### config.mk
export PLATFORM = sky130hd
export DESIGN_NAME = mycpu_top
export DESIGN_NICKNAME = d
export VERILOG_FILES = /design/src/logic/la32_core_pkg.sv /design/src/logic/la32_isa_pkg.sv /design/src/logic/alu.sv /design/src/logic/inst_decoder.sv /design/src/logic/mycpu_top.sv /design/src/logic/regfile.sv
export VERILOG_INCLUDE_DIRS = /design/src /design/src/include
export SDC_FILE = /design/constraint.sdc
export NUM_CORES = 2
export LEC_CHECK = 0
export ABC_AREA = 0
export BUFFER_PORTS_ARGS = -buffer_cell sky130_fd_sc_hd__buf_2
export CAP_MARGIN = 20
export CORE_UTILIZATION = 30
export CTS_BUF_LIST = sky130_fd_sc_hd__clkbuf_8
export DETAILED_ROUTE_END_ITERATION = 16
export PLACE_DENSITY = 0.55
export SLEW_MARGIN = 20
export SYNTH_ARGS = -nofsm -noshare
export SYNTH_HDL_FRONTEND = slang
export SYNTH_SLANG_ARGS = --single-unit
### constraint.sdc
create_clock -name clk -period 9.7 [get_ports clk]
set_clock_uncertainty 0.1 [all_clocks]
set_input_delay 0.97 -clock clk [delete_from_list [all_inputs] [get_ports clk]]
set_output_delay 0.97 -clock clk [all_outputs]
set_load 0.02 [all_outputs]
### src/include/la32_settings.svh
`ifndef LA32_SETTINGS_SVH
`define LA32_SETTINGS_SVH

// first fetch address out of reset
`define LA32_RESET_PC 32'h1c00_0000

// architectural general purpose registers, r0 included
`define LA32_NUM_REGS 32

`define LA32_XLEN 32    // data, address and instruction width

`endif

### src/logic/la32_core_pkg.sv
package la32_core_pkg;

    // one state per phase of the multicycle sequence
    typedef enum logic [2:0] {
        st_if,
        st_id,
        st_exe,
        st_mem,
        st_wb
    } ctrl_state_t;

    // what the branch unit does with the instruction in EXE
    typedef enum logic [2:0] {
        br_none,
        br_b,
        br_bl,      // also links pc+4 into r1
        br_beq,
        br_bne,
        br_jirl     // target is rj plus offset and the link goes into rd
    } br_kind_t;

endpackage

### src/logic/la32_isa_pkg.sv
`include "la32_settings.svh"

package la32_isa_pkg;

    typedef logic [`LA32_XLEN-1:0] word_t;
    typedef logic [4:0] reg_idx_t;

    // raw immediate fields as they sit in the instruction word
    typedef logic [4:0]  ui5_t;     // shift amount of the immediate shifts
    typedef logic [11:0] si12_t;    // addi.w, ld.w, st.w
    typedef logic [15:0] si16_t;    // beq, bne, jirl
    typedef logic [19:0] si20_t;    // lu12i.w
    typedef logic [25:0] si26_t;    // b, bl, split over two places in the word

    typedef enum logic [3:0] {
        alu_add,
        alu_sub,
        alu_slt,
        alu_sltu,
        alu_and,
        alu_nor,
        alu_or,
        alu_xor,
        alu_sll,
        alu_srl,
        alu_sra,
        alu_lui     // result is src2 since the decoder builds the shifted si20
    } alu_op_t;

endpackage

### src/logic/alu.sv
`timescale 1ns/1ps

module alu (
    input  la32_isa_pkg::alu_op_t alu_op,
    input  la32_isa_pkg::word_t   src1,
    input  la32_isa_pkg::word_t   src2,
    output la32_isa_pkg::word_t   result
);
    logic [4:0] shamt;
    logic       lt_signed;
    logic       lt_unsigned;

    assign shamt       = src2[4:0];     // only the low five bits count for .w shifts
    assign lt_signed   = $signed(src1) < $signed(src2);
    assign lt_unsigned = src1 < src2;

    always_comb begin
        case (alu_op)
            la32_isa_pkg::alu_add:  result = src1 + src2;
            la32_isa_pkg::alu_sub:  result = src1 - src2;
            la32_isa_pkg::alu_slt:  result = {31'b0, lt_signed};
            la32_isa_pkg::alu_sltu: result = {31'b0, lt_unsigned};
            la32_isa_pkg::alu_and:  result = src1 & src2;
            la32_isa_pkg::alu_nor:  result = ~(src1 | src2);
            la32_isa_pkg::alu_or:   result = src1 | src2;
            la32_isa_pkg::alu_xor:  result = src1 ^ src2;
            la32_isa_pkg::alu_sll:  result = src1 << shamt;
            la32_isa_pkg::alu_srl:  result = src1 >> shamt;
            la32_isa_pkg::alu_sra:  result = $signed(src1) >>> shamt;
            la32_isa_pkg::alu_lui:  result = src2;
            default:                result = src1 + src2;
        endcase
    end

endmodule

### src/logic/inst_decoder.sv
`timescale 1ns/1ps

module inst_decoder (
    input  la32_isa_pkg::word_t     inst,
    output la32_isa_pkg::alu_op_t   alu_op,
    output la32_core_pkg::br_kind_t br_kind,
    output la32_isa_pkg::reg_idx_t  rj,
    output la32_isa_pkg::reg_idx_t  rk_or_rd,
    output la32_isa_pkg::reg_idx_t  dest,
    output la32_isa_pkg::word_t     imm,
    output la32_isa_pkg::word_t     br_offs,
    output la32_isa_pkg::word_t     jirl_offs,
    output logic                    src1_is_pc,
    output logic                    src2_is_imm,
    output logic                    is_load,
    output logic                    is_store,
    output logic                    reg_write
);
    logic [63:0] op_31_26_d;
    logic [15:0] op_25_22_d;
    logic [3:0]  op_21_20_d;
    logic [31:0] op_19_15_d;
    la32_isa_pkg::reg_idx_t rd, rk;
    la32_isa_pkg::ui5_t     ui5;
    la32_isa_pkg::si12_t    si12;
    la32_isa_pkg::si16_t    si16;
    la32_isa_pkg::si20_t    si20;
    la32_isa_pkg::si26_t    si26;
    logic grp_3r, grp_sh;
    logic inst_add_w, inst_sub_w, inst_slt, inst_sltu, inst_nor, inst_and, inst_or, inst_xor;
    logic inst_slli_w, inst_srli_w, inst_srai_w, inst_addi_w, inst_ld_w, inst_st_w;
    logic inst_jirl, inst_b, inst_bl, inst_beq, inst_bne, inst_lu12i_w;
    logic need_ui5, need_si20, need_si26, src2_is_4, writes_rd;

    // one-hot field decodes
    assign op_31_26_d = 64'd1 << inst[31:26];
    assign op_25_22_d = 16'd1 << inst[25:22];
    assign op_21_20_d = 4'd1 << inst[21:20];
    assign op_19_15_d = 32'd1 << inst[19:15];

    assign rd   = inst[4:0];
    assign rj   = inst[9:5];
    assign rk   = inst[14:10];
    assign ui5  = inst[14:10];
    assign si12 = inst[21:10];
    assign si16 = inst[25:10];
    assign si20 = inst[24:5];
    assign si26 = {inst[9:0], inst[25:10]};     // offs[25:16] sits in the low bits

    assign grp_3r = op_31_26_d[6'h00] & op_25_22_d[4'h0] & op_21_20_d[2'h1];
    assign grp_sh = op_31_26_d[6'h00] & op_25_22_d[4'h1] & op_21_20_d[2'h0];

    assign inst_add_w   = grp_3r & op_19_15_d[5'h00];
    assign inst_sub_w   = grp_3r & op_19_15_d[5'h02];
    assign inst_slt     = grp_3r & op_19_15_d[5'h04];
    assign inst_sltu    = grp_3r & op_19_15_d[5'h05];
    assign inst_nor     = grp_3r & op_19_15_d[5'h08];
    assign inst_and     = grp_3r & op_19_15_d[5'h09];
    assign inst_or      = grp_3r & op_19_15_d[5'h0a];
    assign inst_xor     = grp_3r & op_19_15_d[5'h0b];
    assign inst_slli_w  = grp_sh & op_19_15_d[5'h01];
    assign inst_srli_w  = grp_sh & op_19_15_d[5'h09];
    assign inst_srai_w  = grp_sh & op_19_15_d[5'h11];
    assign inst_addi_w  = op_31_26_d[6'h00] & op_25_22_d[4'ha];
    assign inst_ld_w    = op_31_26_d[6'h0a] & op_25_22_d[4'h2];
    assign inst_st_w    = op_31_26_d[6'h0a] & op_25_22_d[4'h6];
    assign inst_jirl    = op_31_26_d[6'h13];
    assign inst_b       = op_31_26_d[6'h14];
    assign inst_bl      = op_31_26_d[6'h15];
    assign inst_beq     = op_31_26_d[6'h16];
    assign inst_bne     = op_31_26_d[6'h17];
    assign inst_lu12i_w = op_31_26_d[6'h05] & ~inst[25];

    always_comb begin
        case (1'b1)
            inst_sub_w:   alu_op = la32_isa_pkg::alu_sub;
            inst_slt:     alu_op = la32_isa_pkg::alu_slt;
            inst_sltu:    alu_op = la32_isa_pkg::alu_sltu;
            inst_and:     alu_op = la32_isa_pkg::alu_and;
            inst_nor:     alu_op = la32_isa_pkg::alu_nor;
            inst_or:      alu_op = la32_isa_pkg::alu_or;
            inst_xor:     alu_op = la32_isa_pkg::alu_xor;
            inst_slli_w:  alu_op = la32_isa_pkg::alu_sll;
            inst_srli_w:  alu_op = la32_isa_pkg::alu_srl;
            inst_srai_w:  alu_op = la32_isa_pkg::alu_sra;
            inst_lu12i_w: alu_op = la32_isa_pkg::alu_lui;
            default:      alu_op = la32_isa_pkg::alu_add;   // addresses and link values too
        endcase
    end

    always_comb begin
        case (1'b1)
            inst_b:    br_kind = la32_core_pkg::br_b;
            inst_bl:   br_kind = la32_core_pkg::br_bl;
            inst_beq:  br_kind = la32_core_pkg::br_beq;
            inst_bne:  br_kind = la32_core_pkg::br_bne;
            inst_jirl: br_kind = la32_core_pkg::br_jirl;
            default:   br_kind = la32_core_pkg::br_none;
        endcase
    end

    assign need_ui5  = inst_slli_w | inst_srli_w | inst_srai_w;
    assign need_si20 = inst_lu12i_w;
    assign need_si26 = inst_b | inst_bl;
    assign src2_is_4 = inst_jirl | inst_bl;     // link value is pc+4 through the ALU

    assign imm = src2_is_4 ? 32'd4 :
                 need_si20 ? {si20, 12'b0} :
                 need_ui5  ? {27'b0, ui5} :
                             {{20{si12[11]}}, si12};
    assign br_offs   = need_si26 ? {{4{si26[25]}}, si26, 2'b0} : {{14{si16[15]}}, si16, 2'b0};
    assign jirl_offs = {{14{si16[15]}}, si16, 2'b0};

    assign rk_or_rd    = (inst_beq | inst_bne | inst_st_w) ? rd : rk;
    assign src1_is_pc  = inst_jirl | inst_bl;
    assign src2_is_imm = need_ui5 | inst_addi_w | inst_ld_w | inst_st_w | inst_lu12i_w
                       | src2_is_4;
    assign is_load  = inst_ld_w;
    assign is_store = inst_st_w;
    assign dest     = inst_bl ? 5'd1 : rd;

    // unknown encodings fall out here and run as a no-op
    assign writes_rd = grp_3r & (inst_add_w | inst_sub_w | inst_slt | inst_sltu | inst_nor
                     | inst_and | inst_or | inst_xor)
                     | need_ui5 | inst_addi_w | inst_ld_w | inst_lu12i_w | src2_is_4;
    assign reg_write = writes_rd & (dest != 5'd0);

endmodule

### src/logic/mycpu_top.sv
`timescale 1ns/1ps
`include "la32_settings.svh"

module mycpu_top (
    input  logic                   clk,
    input  logic                   reset,
    output la32_isa_pkg::word_t    inst_sram_addr,
    input  la32_isa_pkg::word_t    inst_sram_rdata,
    output logic                   data_sram_we,
    output la32_isa_pkg::word_t    data_sram_addr,
    output la32_isa_pkg::word_t    data_sram_wdata,
    input  la32_isa_pkg::word_t    data_sram_rdata,
    output la32_isa_pkg::word_t    debug_wb_pc,
    output logic                   debug_wb_rf_we,
    output la32_isa_pkg::reg_idx_t debug_wb_rf_wnum,
    output la32_isa_pkg::word_t    debug_wb_rf_wdata
);
    la32_core_pkg::ctrl_state_t state, next_state;
    la32_isa_pkg::word_t pc, npc, inst;
    la32_isa_pkg::word_t rj_value, rkd_value, alu_result_q, mem_result;
    la32_isa_pkg::alu_op_t alu_op;
    la32_core_pkg::br_kind_t br_kind;
    la32_isa_pkg::reg_idx_t rj, rk_or_rd, dest;
    la32_isa_pkg::word_t imm, br_offs, jirl_offs;
    logic src1_is_pc, src2_is_imm, is_load, is_store, reg_write;
    la32_isa_pkg::word_t rf_rdata1, rf_rdata2, rf_wdata;
    la32_isa_pkg::word_t alu_src1, alu_src2, alu_result;
    la32_isa_pkg::word_t br_target, exe_next_pc;
    logic br_taken, rf_we;

    inst_decoder u_dec (
        .inst        (inst),
        .alu_op      (alu_op),
        .br_kind     (br_kind),
        .rj          (rj),
        .rk_or_rd    (rk_or_rd),
        .dest        (dest),
        .imm         (imm),
        .br_offs     (br_offs),
        .jirl_offs   (jirl_offs),
        .src1_is_pc  (src1_is_pc),
        .src2_is_imm (src2_is_imm),
        .is_load     (is_load),
        .is_store    (is_store),
        .reg_write   (reg_write)
    );

    regfile u_regfile (
        .clk    (clk),
        .raddr1 (rj),
        .rdata1 (rf_rdata1),
        .raddr2 (rk_or_rd),
        .rdata2 (rf_rdata2),
        .we     (rf_we),
        .waddr  (dest),
        .wdata  (rf_wdata)
    );

    assign alu_src1 = src1_is_pc ? pc : rj_value;
    assign alu_src2 = src2_is_imm ? imm : rkd_value;

    alu u_alu (
        .alu_op (alu_op),
        .src1   (alu_src1),
        .src2   (alu_src2),
        .result (alu_result)
    );

    // branches resolve here and the result only matters in EXE
    always_comb begin
        case (br_kind)
            la32_core_pkg::br_b,
            la32_core_pkg::br_bl,
            la32_core_pkg::br_jirl: br_taken = 1'b1;
            la32_core_pkg::br_beq:  br_taken = (rj_value == rkd_value);
            la32_core_pkg::br_bne:  br_taken = (rj_value != rkd_value);
            default:                br_taken = 1'b0;
        endcase
    end
    assign br_target   = (br_kind == la32_core_pkg::br_jirl) ? rj_value + jirl_offs : pc + br_offs;
    assign exe_next_pc = br_taken ? br_target : pc + 32'd4;

    always_comb begin
        case (state)
            la32_core_pkg::st_if:  next_state = la32_core_pkg::st_id;
            la32_core_pkg::st_id:  next_state = la32_core_pkg::st_exe;
            la32_core_pkg::st_exe: begin
                if (is_load || is_store) begin
                    next_state = la32_core_pkg::st_mem;
                end else if (br_kind == la32_core_pkg::br_b || br_kind == la32_core_pkg::br_beq
                             || br_kind == la32_core_pkg::br_bne) begin
                    next_state = la32_core_pkg::st_if;  // nothing to write back
                end else begin
                    next_state = la32_core_pkg::st_wb;
                end
            end
            la32_core_pkg::st_mem: begin
                next_state = is_load ? la32_core_pkg::st_wb : la32_core_pkg::st_if;
            end
            default:               next_state = la32_core_pkg::st_if;
        endcase
    end

    always_ff @(posedge clk) begin
        if (reset) begin
            state        <= la32_core_pkg::st_if;
            pc           <= `LA32_RESET_PC;
            data_sram_we <= 1'b0;
        end else begin
            state        <= next_state;
            data_sram_we <= (state == la32_core_pkg::st_exe) && is_store;  // high through MEM only
            // pc holds the current instruction until the next fetch so the trace sees it in WB
            if (next_state == la32_core_pkg::st_if) begin
                pc <= (state == la32_core_pkg::st_exe) ? exe_next_pc : npc;
            end
        end
    end

    always_ff @(posedge clk) begin
        case (state)
            la32_core_pkg::st_if:  inst <= inst_sram_rdata;
            la32_core_pkg::st_id: begin
                rj_value  <= rf_rdata1;
                rkd_value <= rf_rdata2;
            end
            la32_core_pkg::st_exe: begin
                alu_result_q    <= alu_result;
                npc             <= exe_next_pc;
                data_sram_addr  <= alu_result;
                data_sram_wdata <= rkd_value;
            end
            la32_core_pkg::st_mem: mem_result <= data_sram_rdata;
            default: begin
            end
        endcase
    end

    assign inst_sram_addr = pc;
    assign rf_we    = (state == la32_core_pkg::st_wb) && reg_write;  // reg_write already excludes r0
    assign rf_wdata = is_load ? mem_result : alu_result_q;

    assign debug_wb_pc       = pc;
    assign debug_wb_rf_we    = rf_we;
    assign debug_wb_rf_wnum  = dest;
    assign debug_wb_rf_wdata = rf_wdata;

endmodule

### src/logic/regfile.sv
`timescale 1ns/1ps
`include "la32_settings.svh"

module regfile (
    input  logic                   clk,
    input  la32_isa_pkg::reg_idx_t raddr1,
    output la32_isa_pkg::word_t    rdata1,
    input  la32_isa_pkg::reg_idx_t raddr2,
    output la32_isa_pkg::word_t    rdata2,
    input  logic                   we,
    input  la32_isa_pkg::reg_idx_t waddr,
    input  la32_isa_pkg::word_t    wdata
);
    la32_isa_pkg::word_t regs [`LA32_NUM_REGS];

    always_ff @(posedge clk) begin
        if (we && waddr != 5'd0) begin
            regs[waddr] <= wdata;
        end
    end

    // r0 is hardwired so its storage is never written or read
    assign rdata1 = (raddr1 == 5'd0) ? '0 : regs[raddr1];
    assign rdata2 = (raddr2 == 5'd0) ? '0 : regs[raddr2];

endmodule

==> reports/qor.csv <==
metric;value;unit
outcome;finished clean;
clockRootBuffer;clkbuf_8;
core-area;236000;um2
synthArstFlopShare;0;%
irDropWorstVdd;188;uV
synth_cell_types;101;
layout.nets;6133;
hold_path_class;input pin to flip-flop;
tightest_slew;1340;ps
fmax;135;MHz
hpwl;188000;um
drc;0;
startpoint_type;flip-flop;
ys_ff_latch;1284;
wirelength;295000;um
grt_pass1_wl;408000;um
drtIter0Drc;6909;
cts_tree;done;
ys.flop_type;edfxtp_1;
clockBufferDepth;3;
syn_avg_cell_area;12.6;um2
timing.final.crit_share;76.4;%
fill_cells;23100;
p_leak;28.4;nW
htree_levels;4;
whs;96.4;ps
wire_per_inst;31.9;um
cts_inserted_buffers;213;
power.density;198;nW/um2
setup_violations;0;
critical_path_class;flip-flop to flip-flop;
antenna_found_initial;27;
cp_max_fo;22;
hold_violations;0;
clk_latency;1040;ps
port_buffers;232;
num_vias;54300;
rsz0062_at_grt;false;
via_per_inst;5.87;
min_period;7410;ps
tns;0;ps
syn_inst;5667;
arrival;8010;ps
relSlewSlack;9.83;%
start_util;30.2;%
endpoint_kind;flip-flop;
clkSinkCount;1284;
critPathRequiredTime;10290;ps
path_clk_slew;70;ps
grt_max_degree;118;
grt_pass1_vias;52400;
cap_violations;0;
drive_gt1_share;21.0;%
die_x;490;um
place_congestion;1.02;
ioPinCount;233;
yosysSeqAreaShare;53.1;%
slew_violations;0;
grtUsageTotal;24.1;%
die_area;240000;um2
first_pass_iters;6;
synth_edf_count;1216;
grt-ovfl-total;0;
ant_nets;0;
yosysWarnings;0;
fp-row-count;178;
chipHeight;490;um
syn_area;71300;um2
area_delta_synth_final;13.9;%
-- worst max-delay path, stage by stage, from the launching register on --
cell and delay (ps):
edfxtp_1 780, nor4b_2 470, nand4_1 480, o211ai_4 550, nor2_1 310, buf_4 310, a21boi_0 510, inv_1 100
ha_1 420, a21oi_1 250, nand2_1 130, a21o_1 210, o31ai_1 960, o211ai_1 260, a41oi_1 390, o32a_1 200
o21ai_0 70, or4_1 530
-- metrics by stage --
step	setup WS [ps]	utilization (%)	power (mW)	std cells	area [um2]
floorplan	3810	-	9.46	5698	71500
global placement	2620	32.4	11.1	8792	76400
detailed placement	2570	32.4	11.1	8792	76400
CTS	2410	34.4	16.1	9241	81200
global route	1980	34.4	16.6	9245	81200
finish	2290	34.4	16.1	9249	81200
-- cell usage in the layout, fill, tap and decap left out, types with 19 or more instances in the layout --
master,synthesis,final
nor2_1,301,268
clkinv_2,0,30
edfxtp_1,1216,1216
a211oi_1,43,43
clkbuf_8,0,217
dfxtp_1,68,68
o21ai_0,165,163
a31oi_1,99,99
nand2_1,837,837
dlygate4sd3_1,0,50
xnor2_1,64,64
a21o_1,66,65
buf_2,37,232
mux2_2,57,56
o21a_1,20,19
nor2_4,0,33
nand3_1,202,202
mux2i_1,169,164
inv_1,133,187
a21oi_1,224,220
buf_4,40,141
conb_1,1,32
ha_1,156,156
nand4_1,23,23
mux4_2,450,450
and2_1,21,20
nor3_1,72,70
o211ai_1,113,113
and3_1,125,124
xor2_1,66,66
a22oi_1,86,86
o21bai_1,23,23
o22ai_1,22,22
clkinv_1,1,64
a221oi_1,22,22
a311oi_1,76,76
-- path summary, 6_finish.rpt --
kind	from	end	slack, ps	cells after the start
worst min register to register	npc[11]	npc[11]	350	1
worst max register to register	inst[25]	alu_result_q[28]	2290	17
worst min-delay path	inst_sram_rdata[18]	inst[18]	100	1
worst max-delay path	inst[25]	alu_result_q[28]	2290	17
-- synthesized netlist by cell type, types with 23 or more instances --
library cell     n  area share [%]
a21o_1          66            0.69
and3_1         125             1.1
clkbuf_1       306             1.6
o21ai_0        165             1.2
nand4_1         23            0.20
nand3_1        202             1.4
ha_1           156             2.7
nor2_1         301             1.6
mux2_2          57            0.90
mux2i_1        169             2.4
mux4_2         450              14
a31oi_1         99            0.87
xor2_1          66            0.81
o211ai_1       113             1.2
xnor2_1         64            0.79
a21oi_1        224             1.6
buf_4           40            0.42
o21bai_1        23            0.24
edfxtp_1      1216              51
a211oi_1        43            0.45
buf_2           37            0.26
nand2_1        837             4.4
buf_1           53            0.28
dfxtp_1         68             1.9
nor3_1          72            0.51
inv_1          133            0.70
a311oi_1        76            0.93
a22oi_1         86            0.91
-- cells by family after synthesis --
logic type	share of synthesized area, %
simple gates	10.7
flops	53.1
buf+inv	3.37
fa+ha+maj	2.85
compound gates	10.8
other cells	0.00526
mux	17.6
xor+xnor	1.63
-- per-layer routing --
layer / track usage (%) / part of all wire (%) / up-vias
met3: 5.29 / 9.2 / 743
met2: 38.4 / 46 / 3263
met1: 30.3 / 39 / 27700
met4: 13.5 / 6.2 / 18
li1: - / - / 22600
met5: 0 / 0.039 / -
-- sequential cells by signal, indices dropped and copies added, names as in the netlist --
name	count
alu_result_q	32
data_sram_wdata	32
data_sram_we	1
debug_wb_pc	32
inst	32
mem_result	32
npc	32
rj_value	32
rkd_value	32
state	3
u_regfile.regs	1024
-- timing repair --
item,4_1_cts,5_1_grt
resized for setup,0,0
setup buffers,0,0
hold endpoints to repair,50,0
hold buffers,50,0
-- where the power goes --
group	switching [mW]	total, mW	internal [mW]
Sequential	0.316	6.65	6.34
Combinational	2.88	4.46	1.57
Clock	2.42	4.94	2.52
Total	5.62	16.1	10.4
-- cell type report --
class                      instances  area [um2]  area share [%]
sequential                      1284       37900            46.6
tap                             3150        3940            4.85
antenna                            8        20.0          0.0246
multi-input combinational       3836       31600            38.9
clock inverter                   182        1330            1.64
timing repair buffer             435        2960            3.64
inverter                         137         520           0.641
clock buffer                     217        2990            3.68
Note: power is estimated with default switching activity, not from simulation.
